$ cat src/design/intra_mode_pkg.sv
package intra_mode_pkg;

	typedef logic [5:0] mode_t; // hevc intra mode code

	localparam mode_t MODE_PLANAR = 6'd0;
	localparam mode_t MODE_DC     = 6'd1;
	localparam mode_t MODE_HOR    = 6'd10;
	localparam mode_t MODE_VER    = 6'd26;

	// what the predictor actually builds
	typedef enum logic [1:0] {
		PK_PLANAR = 2'd0,
		PK_DC     = 2'd1,
		PK_HOR    = 2'd2,
		PK_VER    = 2'd3
	} pred_kind_t;

	// angular codes other than 10/26 have no datapath here, they fall back to dc
	function automatic pred_kind_t classify_mode(input mode_t mode);
		case (mode)
			MODE_PLANAR: return PK_PLANAR;
			MODE_DC:     return PK_DC;
			MODE_HOR:    return PK_HOR;
			MODE_VER:    return PK_VER;
			default:     return PK_DC;
		endcase
	endfunction

endpackage

$ cat src/design/intra_geom_pkg.sv
package intra_geom_pkg;

	// one luma transform block, 4x4 only
	localparam int TB_SIZE = 4;

	// samples per block, raster order y*TB_SIZE + x
	localparam int NUM_SAMPLES = TB_SIZE * TB_SIZE;

	localparam int DEFAULT_BIT_DEPTH = 8;

	// predictor depth in cycles
	// the side path (residuals, inter samples) is delayed by the same amount
	localparam int PRED_LATENCY = 2;

	// full pipeline, predictor plus the recon register
	localparam int TOTAL_LATENCY = PRED_LATENCY + 1;

endpackage
$ cat src/design/intra_recon_top.sv
`timescale 1ns/1ps

module intra_recon_top #(
	parameter int BIT_DEPTH = intra_geom_pkg::DEFAULT_BIT_DEPTH
) (
	input  logic                                                 clk,
	input  logic                                                 arst_n,
	input  logic                                                 i_valid,
	input  intra_mode_pkg::mode_t                                i_mode,
	input  logic                                                 i_is_inter,
	input  logic [intra_geom_pkg::TB_SIZE*BIT_DEPTH-1:0]         i_above,
	input  logic [intra_geom_pkg::TB_SIZE*BIT_DEPTH-1:0]         i_left,
	input  logic [BIT_DEPTH-1:0]                                 i_top_right,
	input  logic [BIT_DEPTH-1:0]                                 i_bottom_left,
	input  logic [intra_geom_pkg::NUM_SAMPLES*(BIT_DEPTH+1)-1:0] i_residuals,
	input  logic [intra_geom_pkg::NUM_SAMPLES*BIT_DEPTH-1:0]     i_pred_inter,
	output logic                                                 o_valid,
	output logic [intra_geom_pkg::NUM_SAMPLES*BIT_DEPTH-1:0]     o_recon
);

	import intra_geom_pkg::*;

	// everything that skips the predictor
	typedef struct packed {
		logic                               is_inter;
		logic [NUM_SAMPLES*BIT_DEPTH-1:0]   inter;
		logic [NUM_SAMPLES*(BIT_DEPTH+1)-1:0] residuals;
	} side_t;

	logic                             pred_valid;
	logic [NUM_SAMPLES*BIT_DEPTH-1:0] pred;
	side_t                            side_in;
	side_t                            side_out;

	assign side_in = '{is_inter: i_is_inter, inter: i_pred_inter, residuals: i_residuals};

	intra_pred_4x4 #(
		.BIT_DEPTH(BIT_DEPTH)
	) u_pred (
		.clk          (clk),
		.arst_n       (arst_n),
		.i_valid      (i_valid),
		.i_mode       (i_mode),
		.i_above      (i_above),
		.i_left       (i_left),
		.i_top_right  (i_top_right),
		.i_bottom_left(i_bottom_left),
		.o_pred_valid (pred_valid),
		.o_pred       (pred)
	);

	// same depth as the predictor, so its valid is a copy of pred_valid
	sample_delay #(
		.DEPTH(PRED_LATENCY),
		.T    (side_t)
	) u_side_delay (
		.clk    (clk),
		.arst_n (arst_n),
		.i_valid(i_valid),
		.i_data (side_in),
		.o_valid(),
		.o_data (side_out)
	);

	recon_clip #(
		.BIT_DEPTH(BIT_DEPTH)
	) u_recon (
		.clk         (clk),
		.arst_n      (arst_n),
		.i_valid     (pred_valid),
		.i_is_inter  (side_out.is_inter),
		.i_pred_intra(pred),
		.i_pred_inter(side_out.inter),
		.i_residuals (side_out.residuals),
		.o_valid     (o_valid),
		.o_recon     (o_recon)
	);

endmodule

$ cat src/design/recon_clip.sv
`timescale 1ns/1ps

module recon_clip #(
	parameter int BIT_DEPTH = intra_geom_pkg::DEFAULT_BIT_DEPTH
) (
	input  logic                                                 clk,
	input  logic                                                 arst_n,
	input  logic                                                 i_valid,
	input  logic                                                 i_is_inter,
	input  logic [intra_geom_pkg::NUM_SAMPLES*BIT_DEPTH-1:0]     i_pred_intra,
	input  logic [intra_geom_pkg::NUM_SAMPLES*BIT_DEPTH-1:0]     i_pred_inter,
	input  logic [intra_geom_pkg::NUM_SAMPLES*(BIT_DEPTH+1)-1:0] i_residuals,
	output logic                                                 o_valid,
	output logic [intra_geom_pkg::NUM_SAMPLES*BIT_DEPTH-1:0]     o_recon
);

	import intra_geom_pkg::*;

	localparam int RES_W = BIT_DEPTH + 1;
	localparam int SUM_W = BIT_DEPTH + 2; // pred + signed residual, no overflow

	logic [NUM_SAMPLES*BIT_DEPTH-1:0] recon_next;

	always_comb begin
		logic [BIT_DEPTH-1:0]    pred;
		logic signed [SUM_W-1:0] sum;
		int                      idx;

		for (int y = 0; y < TB_SIZE; y++) begin
			for (int x = 0; x < TB_SIZE; x++) begin
				idx  = y*TB_SIZE + x;
				pred = i_is_inter ? i_pred_inter[idx*BIT_DEPTH +: BIT_DEPTH]
					: i_pred_intra[idx*BIT_DEPTH +: BIT_DEPTH];
				sum  = $signed({2'b00, pred})
					+ SUM_W'($signed(i_residuals[idx*RES_W +: RES_W]));

				if (sum[SUM_W-1])
					recon_next[idx*BIT_DEPTH +: BIT_DEPTH] = '0; // below zero
				else if (sum[BIT_DEPTH])
					recon_next[idx*BIT_DEPTH +: BIT_DEPTH] = '1; // above max sample
				else
					recon_next[idx*BIT_DEPTH +: BIT_DEPTH] = sum[BIT_DEPTH-1:0];
			end
		end
	end

	always_ff @(posedge clk or negedge arst_n) begin
		if (!arst_n) begin
			o_valid <= 1'b0;
			o_recon <= '0;
		end else begin
			o_valid <= i_valid;
			if (i_valid)
				o_recon <= recon_next; // held until the next block
		end
	end

endmodule

$ cat src/design/intra_pred_4x4.sv
`timescale 1ns/1ps

module intra_pred_4x4 #(
	parameter int BIT_DEPTH = intra_geom_pkg::DEFAULT_BIT_DEPTH
) (
	input  logic                                             clk,
	input  logic                                             arst_n,
	input  logic                                             i_valid,
	input  intra_mode_pkg::mode_t                            i_mode,
	input  logic [intra_geom_pkg::TB_SIZE*BIT_DEPTH-1:0]     i_above,
	input  logic [intra_geom_pkg::TB_SIZE*BIT_DEPTH-1:0]     i_left,
	input  logic [BIT_DEPTH-1:0]                             i_top_right,
	input  logic [BIT_DEPTH-1:0]                             i_bottom_left,
	output logic                                             o_pred_valid,
	output logic [intra_geom_pkg::NUM_SAMPLES*BIT_DEPTH-1:0] o_pred
);

	import intra_geom_pkg::*;
	import intra_mode_pkg::*;

	// planar and dc sums both fit in BIT_DEPTH+3 bits including rounding
	localparam int SUM_W = BIT_DEPTH + 3;
	localparam int SHIFT = $clog2(TB_SIZE) + 1; // >> 3 for 4x4

	logic [SUM_W-1:0] dc_sum;

	logic                           s1_valid;
	pred_kind_t                     s1_kind;
	logic [TB_SIZE*BIT_DEPTH-1:0]   s1_above;
	logic [TB_SIZE*BIT_DEPTH-1:0]   s1_left;
	logic [BIT_DEPTH-1:0]           s1_top_right;
	logic [BIT_DEPTH-1:0]           s1_bottom_left;
	logic [BIT_DEPTH-1:0]           s1_dc;

	logic [NUM_SAMPLES*BIT_DEPTH-1:0] pred_next;

	// dc: sum of 4 above + 4 left, rounding term folded into the start value
	always_comb begin
		dc_sum = SUM_W'(TB_SIZE);
		for (int i = 0; i < TB_SIZE; i++) begin
			dc_sum = dc_sum + SUM_W'(i_above[i*BIT_DEPTH +: BIT_DEPTH])
				+ SUM_W'(i_left[i*BIT_DEPTH +: BIT_DEPTH]);
		end
	end

	// stage 1
	always_ff @(posedge clk or negedge arst_n) begin
		if (!arst_n) begin
			s1_valid <= 1'b0;
		end else begin
			s1_valid <= i_valid;
		end
	end

	always_ff @(posedge clk) begin
		if (i_valid) begin
			s1_kind        <= classify_mode(i_mode);
			s1_above       <= i_above;
			s1_left        <= i_left;
			s1_top_right   <= i_top_right;
			s1_bottom_left <= i_bottom_left;
			s1_dc          <= dc_sum[SHIFT +: BIT_DEPTH];
		end
	end

	// stage 2, all sixteen samples in parallel
	always_comb begin
		logic [SUM_W-1:0]     plan_sum;
		logic [BIT_DEPTH-1:0] above_x;
		logic [BIT_DEPTH-1:0] left_y;
		logic [BIT_DEPTH-1:0] smp;

		for (int y = 0; y < TB_SIZE; y++) begin
			for (int x = 0; x < TB_SIZE; x++) begin
				above_x = s1_above[x*BIT_DEPTH +: BIT_DEPTH];
				left_y  = s1_left[y*BIT_DEPTH +: BIT_DEPTH];

				plan_sum = SUM_W'(TB_SIZE - 1 - x) * left_y
					+ SUM_W'(x + 1) * s1_top_right
					+ SUM_W'(TB_SIZE - 1 - y) * above_x
					+ SUM_W'(y + 1) * s1_bottom_left
					+ SUM_W'(TB_SIZE);

				case (s1_kind)
					PK_PLANAR: smp = plan_sum[SHIFT +: BIT_DEPTH];
					PK_HOR:    smp = left_y;  // row copies left[y]
					PK_VER:    smp = above_x; // column copies above[x]
					default:   smp = s1_dc;
				endcase

				pred_next[(y*TB_SIZE + x)*BIT_DEPTH +: BIT_DEPTH] = smp;
			end
		end
	end

	always_ff @(posedge clk or negedge arst_n) begin
		if (!arst_n) begin
			o_pred_valid <= 1'b0;
		end else begin
			o_pred_valid <= s1_valid;
		end
	end

	always_ff @(posedge clk) begin
		if (s1_valid)
			o_pred <= pred_next;
	end

endmodule

$ cat src/design/sample_delay.sv
`timescale 1ns/1ps

module sample_delay #(
	parameter int  DEPTH = 2,
	parameter type T     = logic
) (
	input  logic clk,
	input  logic arst_n,
	input  logic i_valid,
	input  T     i_data,
	output logic o_valid,
	output T     o_data
);

	logic [DEPTH-1:0] vld;
	T                 data_q [DEPTH];

	always_ff @(posedge clk or negedge arst_n) begin
		if (!arst_n) begin
			vld <= '0;
		end else begin
			vld[0] <= i_valid;
			for (int k = 1; k < DEPTH; k++)
				vld[k] <= vld[k-1];
		end
	end

	// a stage only moves when a block is actually passing through it
	always_ff @(posedge clk) begin
		if (i_valid)
			data_q[0] <= i_data;
		for (int k = 1; k < DEPTH; k++) begin
			if (vld[k-1])
				data_q[k] <= data_q[k-1];
		end
	end

	assign o_valid = vld[DEPTH-1];
	assign o_data  = data_q[DEPTH-1];

endmodule

$ cat config.mk
export PLATFORM = sky130hd
export DESIGN_NAME = intra_recon_top
export DESIGN_NICKNAME = d
export VERILOG_FILES = /design/src/design/intra_mode_pkg.sv /design/src/design/intra_geom_pkg.sv /design/src/design/intra_recon_top.sv /design/src/design/recon_clip.sv /design/src/design/intra_pred_4x4.sv /design/src/design/sample_delay.sv
export SDC_FILE = /design/constraint.sdc
export NUM_CORES = 2
export LEC_CHECK = 0
export BUFFER_PORTS_ARGS = -buffer_cell sky130_fd_sc_hd__clkbuf_2
export CORE_MARGIN = 5
export CORE_UTILIZATION = 51
export DETAILED_ROUTE_END_ITERATION = 7
export PLACE_DENSITY = 0.71
export SLEW_MARGIN = 20
export SYNTH_ARGS = -nofsm -noshare
export SYNTH_HDL_FRONTEND = slang
export SYNTH_SLANG_ARGS = --single-unit
export TNS_END_PERCENT = 20
$ cat constraint.sdc
create_clock -name clk -period 11.8 [get_ports clk]
set_input_delay 0.59 -clock clk [delete_from_list [all_inputs] [get_ports clk]]
set_output_delay 0.59 -clock clk [all_outputs]
set_load 0.05 [all_outputs]
==> impl_metrics.csv <==
group,metric,value,unit
placement,routabilityCongestion,0.988,
yosys,syn-cell-area,0.0527,mm2
yosys,synth-async-reset-ratio,14.6,%
route,num_vias,35800,
yosys,combinational_family_with_the_most_area_after_synthesis,"adder cells",
setup_path,crit_arrival,6.27,ns
route,wl_per_cell,24.4,um
sta,final.period_utilization,48.7,%
finish,share_of_cells_above_drive_strength_1,18.0,%
yosys,edff_count_synth,764,
sta,report.final.slew_viol_count,0,
finish,fin_util,58.5,%
placement,detailedPlacementHpwl,112000,um
global_routing,initial_antenna_violation_count,15,
clocking,cts.sink_count,895,
sta,max_clock_freq,174,MHz
placement,placement.io_buffers,490,
sta,clock_skew,0.0442,ns
route,vias_per_cell,5.79,
floorplanning,io_pins,491,
yosys,syn_nets,5227,
yosys,postSynthAreaPerCell,12.7,um2
yosys,post_synth_and_or_nand_nor_area_fraction,6.45,%
finish,synthToLayoutAreaGrowth,14.3,%
finish,multiInputGateArea,0.0245,mm2
placement,dpl_cell_area,0.0570,mm2
finish,regArea,0.0262,mm2
status,outcome,"complete, no violations",
global_routing,grt.overflow.total,0,
sta,report.final.setup_viol,0,
sta,post-route-worst-setup-slack,6.05,ns
yosys,synth-main-ff-cell,"sky130_fd_sc_hd__edfxtp_1",
clocking,htreeDepth,3,
global_routing,grt_first_pass_wirelength,223000,um
setup_path,critPathKind,"reg2reg",
sta,worst_slew_margin_relative_to_its_limit,20.3,%
finish,layout_common_cells,"sky130_fd_sc_hd__edfxtp_1, sky130_fd_sc_hd__clkbuf_2, sky130_fd_sc_hd__inv_1",
floorplanning,dieWidth,332,um
clocking,clk_root_buffer_cell,"sky130_fd_sc_hd__clkbuf_16",
route,detail_route.iter0.violations,2837,
clocking,cts_tree,"done",
power_and_ir_drop,pwr_cell_area,235,mW/mm2
power_and_ir_drop,peakVddDrop,0.139,mV
sta,hold_viol_final,0,
clocking,clk-insertion-delay-late,0.71,ns
setup_path,cp_data_required_time,12.32,ns
setup_path,critPathMaxFanout,12,
power_and_ir_drop,report.power.total,0.0142,W
yosys,synth_seq_cells,895,
yosys,compound_gate_portion_of_the_synthesized_area,13.3,%
yosys,synth-seq-area-share,49.7,%
clocking,clk_path_buf_depth,3,
floorplanning,initial_utilization,51.2,%
clocking,clock_buffers_created_by_tritoncts,94,
finish,postLayoutCellArea,0.0602,mm2
yosys,ys_types,69,
route,post-route-drc-count,0,
yosys,synthCells,4146,
job,maxCapViolCount,0,
yosys,synth_fa_ha_area_share,20.9,%
route,number_of_detailed_route_iterations_in_the_first_pass,5,
placement,pre_cts_slack,6.15,ns
setup_path,setup.worst_path.end_class,"flop",
route,antenna_violating_nets_post_route,0,
floorplanning,design.die.area,0.110,mm2
yosys,synthesis.yosys.warnings,0,
yosys,synth_xor_xnor_area_share,2.33,%
clocking,post_cts_buffers,0,
floorplanning,core_box_area,0.103,mm2
sta,totalNegativeSetupSlack,0,ns
sta,rsz_0062_raised_after_global_routing,"no",
sta,final.min_clock_period,5.75,ns
finish,nFillCells,8491,
finish,finish.net_count,5791,
clocking,ctsResizeCount,0,
global_routing,first_global_vias,36300,
route,routed_wl,151000,um
setup_path,startpoint_type,"flop",
min_path,worst_hold_path_class,"in2reg",
finish,layout.cells.most_common,"sky130_fd_sc_hd__edfxtp_1",
yosys,synthMuxAreaShare,3.49,%
global_routing,groute.usage.overall,27.0,%
floorplanning,dieHeight,332,um
sta,worst_pin_slew,1.18,ns
floorplanning,placementRows,118,
global_routing,grt_max_degree,174,
clocking,cts.reportedPaths.clkPinSlew,0.06,ns
power_and_ir_drop,p_leak,25.8,nW
[metrics by stage]
step / hold WS, ns / std cells
after detailed placement: 0.405 / 5993
after floorplan: 0.294 / 4146
after global placement: 0.400 / 5993
final: 0.0703 / 6185
after CTS: 0.0143 / 6170
after global routing: 0.0461 / 6177
[cells in the mapped netlist (21+ instances only)]
cell type / number / share of area [%]
sky130_fd_sc_hd__nand2_1: 180 / 1.3
sky130_fd_sc_hd__nor2b_1: 58 / 0.69
sky130_fd_sc_hd__fa_1: 266 / 10
sky130_fd_sc_hd__o21ai_0: 165 / 1.6
sky130_fd_sc_hd__inv_1: 477 / 3.4
sky130_fd_sc_hd__o311ai_0: 21 / 0.35
sky130_fd_sc_hd__a21oi_1: 206 / 2.0
sky130_fd_sc_hd__o31ai_1: 42 / 0.60
sky130_fd_sc_hd__o21a_1: 79 / 1.1
sky130_fd_sc_hd__or3_1: 35 / 0.42
sky130_fd_sc_hd__edfxtp_1: 764 / 44
sky130_fd_sc_hd__xor2_1: 63 / 1.0
sky130_fd_sc_hd__nand2b_1: 79 / 0.94
sky130_fd_sc_hd__a21o_1: 108 / 1.5
sky130_fd_sc_hd__nand3_1: 26 / 0.25
sky130_fd_sc_hd__nor3_1: 55 / 0.52
sky130_fd_sc_hd__nor2_1: 198 / 1.4
sky130_fd_sc_hd__a211oi_1: 38 / 0.54
sky130_fd_sc_hd__o21bai_1: 27 / 0.38
sky130_fd_sc_hd__xnor2_1: 77 / 1.3
sky130_fd_sc_hd__o2bb2ai_1: 125 / 2.1
sky130_fd_sc_hd__dfrtp_1: 131 / 6.2
sky130_fd_sc_hd__o211ai_1: 26 / 0.37
sky130_fd_sc_hd__ha_1: 453 / 11
sky130_fd_sc_hd__clkbuf_1: 56 / 0.40
sky130_fd_sc_hd__mux2i_1: 23 / 0.44
sky130_fd_sc_hd__mux2_2: 117 / 2.5
[final timing paths]
path,slack [ns],to,cells after the start,from
worst max register to register,6.05,u_pred.o_pred[22]$_DFFE_PP_,19,u_pred.s1_top_right[0]$_DFFE_PP_
worst max-delay path,6.05,u_pred.o_pred[22]$_DFFE_PP_,19,u_pred.s1_top_right[0]$_DFFE_PP_
worst min-delay path,0.07,u_side_delay.data_q[0][156]$_DFFE_PP_,1,i_pred_inter[12]
min in group asynchronous,0.54,u_recon.o_recon[106]$_DFFE_PN0P_,2,arst_n
max in group asynchronous,9.75,u_side_delay.vld[0]$_DFF_PN0_,3,arst_n
worst min register to register,0.41,u_side_delay.data_q[0][286]$_DFFE_PP_,0,u_side_delay.data_q[0][13]$_DFFE_PP_
[state kept, by name, indices dropped and copies added, names as in the netlist]
register / count
u_pred.o_pred_valid: 1
u_pred.s1_above: 32
u_pred.s1_bottom_left: 8
u_pred.s1_top_right: 8
u_pred.o_pred: 128
u_side_delay.vld: 1
u_recon.o_valid: 1
u_side_delay.data_q: 546
u_recon.o_recon: 128
u_pred.s1_kind: 2
u_pred.s1_left: 32
u_pred.s1_dc: 8
[layout make-up]
class | instances | area share, %
Inverter | 477 | 2.98
Clock buffer | 118 | 4.10
Tap cell | 1380 | 2.87
Clock inverter | 58 | 1.14
Antenna cell | 15 | 0.0623
Timing Repair Buffer | 535 | 4.72
Sequential cell | 895 | 43.5
Multi-Input combinational cell | 2707 | 40.6
[timing repair]
item | CTS | global route
endpoints found under the setup margin | 0 | 0
hold buffers | 1 | 0
hold endpoints to repair | 74 | 0
[where the power goes]
part,internal [W],switching [W]
Sequential,0.00408,0.000371
Combinational,0.00269,0.00399
Clock,0.00178,0.00127
Total,0.00855,0.00562
[worst max-delay path, stage by stage (launching register included)]
cell	delay, ns
sky130_fd_sc_hd__edfxtp_1	0.65
sky130_fd_sc_hd__ha_1	0.35
sky130_fd_sc_hd__fa_1	0.41
sky130_fd_sc_hd__a21oi_1	0.16
sky130_fd_sc_hd__nor2_1	0.05
sky130_fd_sc_hd__nor2_1	0.18
sky130_fd_sc_hd__o21bai_1	0.09
sky130_fd_sc_hd__a21o_1	0.23
sky130_fd_sc_hd__xnor2_1	0.41
sky130_fd_sc_hd__fa_1	0.57
sky130_fd_sc_hd__fa_1	0.52
sky130_fd_sc_hd__inv_1	0.06
sky130_fd_sc_hd__fa_1	0.47
sky130_fd_sc_hd__inv_1	0.04
sky130_fd_sc_hd__ha_1	0.32
sky130_fd_sc_hd__and4_1	0.21
sky130_fd_sc_hd__a21oi_1	0.23
sky130_fd_sc_hd__a21boi_0	0.18
sky130_fd_sc_hd__o21a_1	0.20
sky130_fd_sc_hd__o31ai_1	0.21
[routing by layer]
| metal | share of wire [%] | up-vias | routed length, um | GRT usage [%] |
|---|---|---|---|---|
| met5 | 0.014 | - | 21 | 0 |
| met4 | 4.2 | 4 | 6310 | 11.1 |
| met3 | 8.2 | 294 | 12400 | 6.11 |
| met2 | 47 | 1360 | 70600 | 43.4 |
| met1 | 41 | 17800 | 61500 | 35.6 |
| li1 | - | 16300 | - | - |
[cells by family after synthesis]
kind of cell	Yosys count
buf+inv	544
simple gates	703
xor+xnor	140
fa+ha+maj	719
mux	153
compound gates	992
flops	895
(Power assumes the default switching activity.)
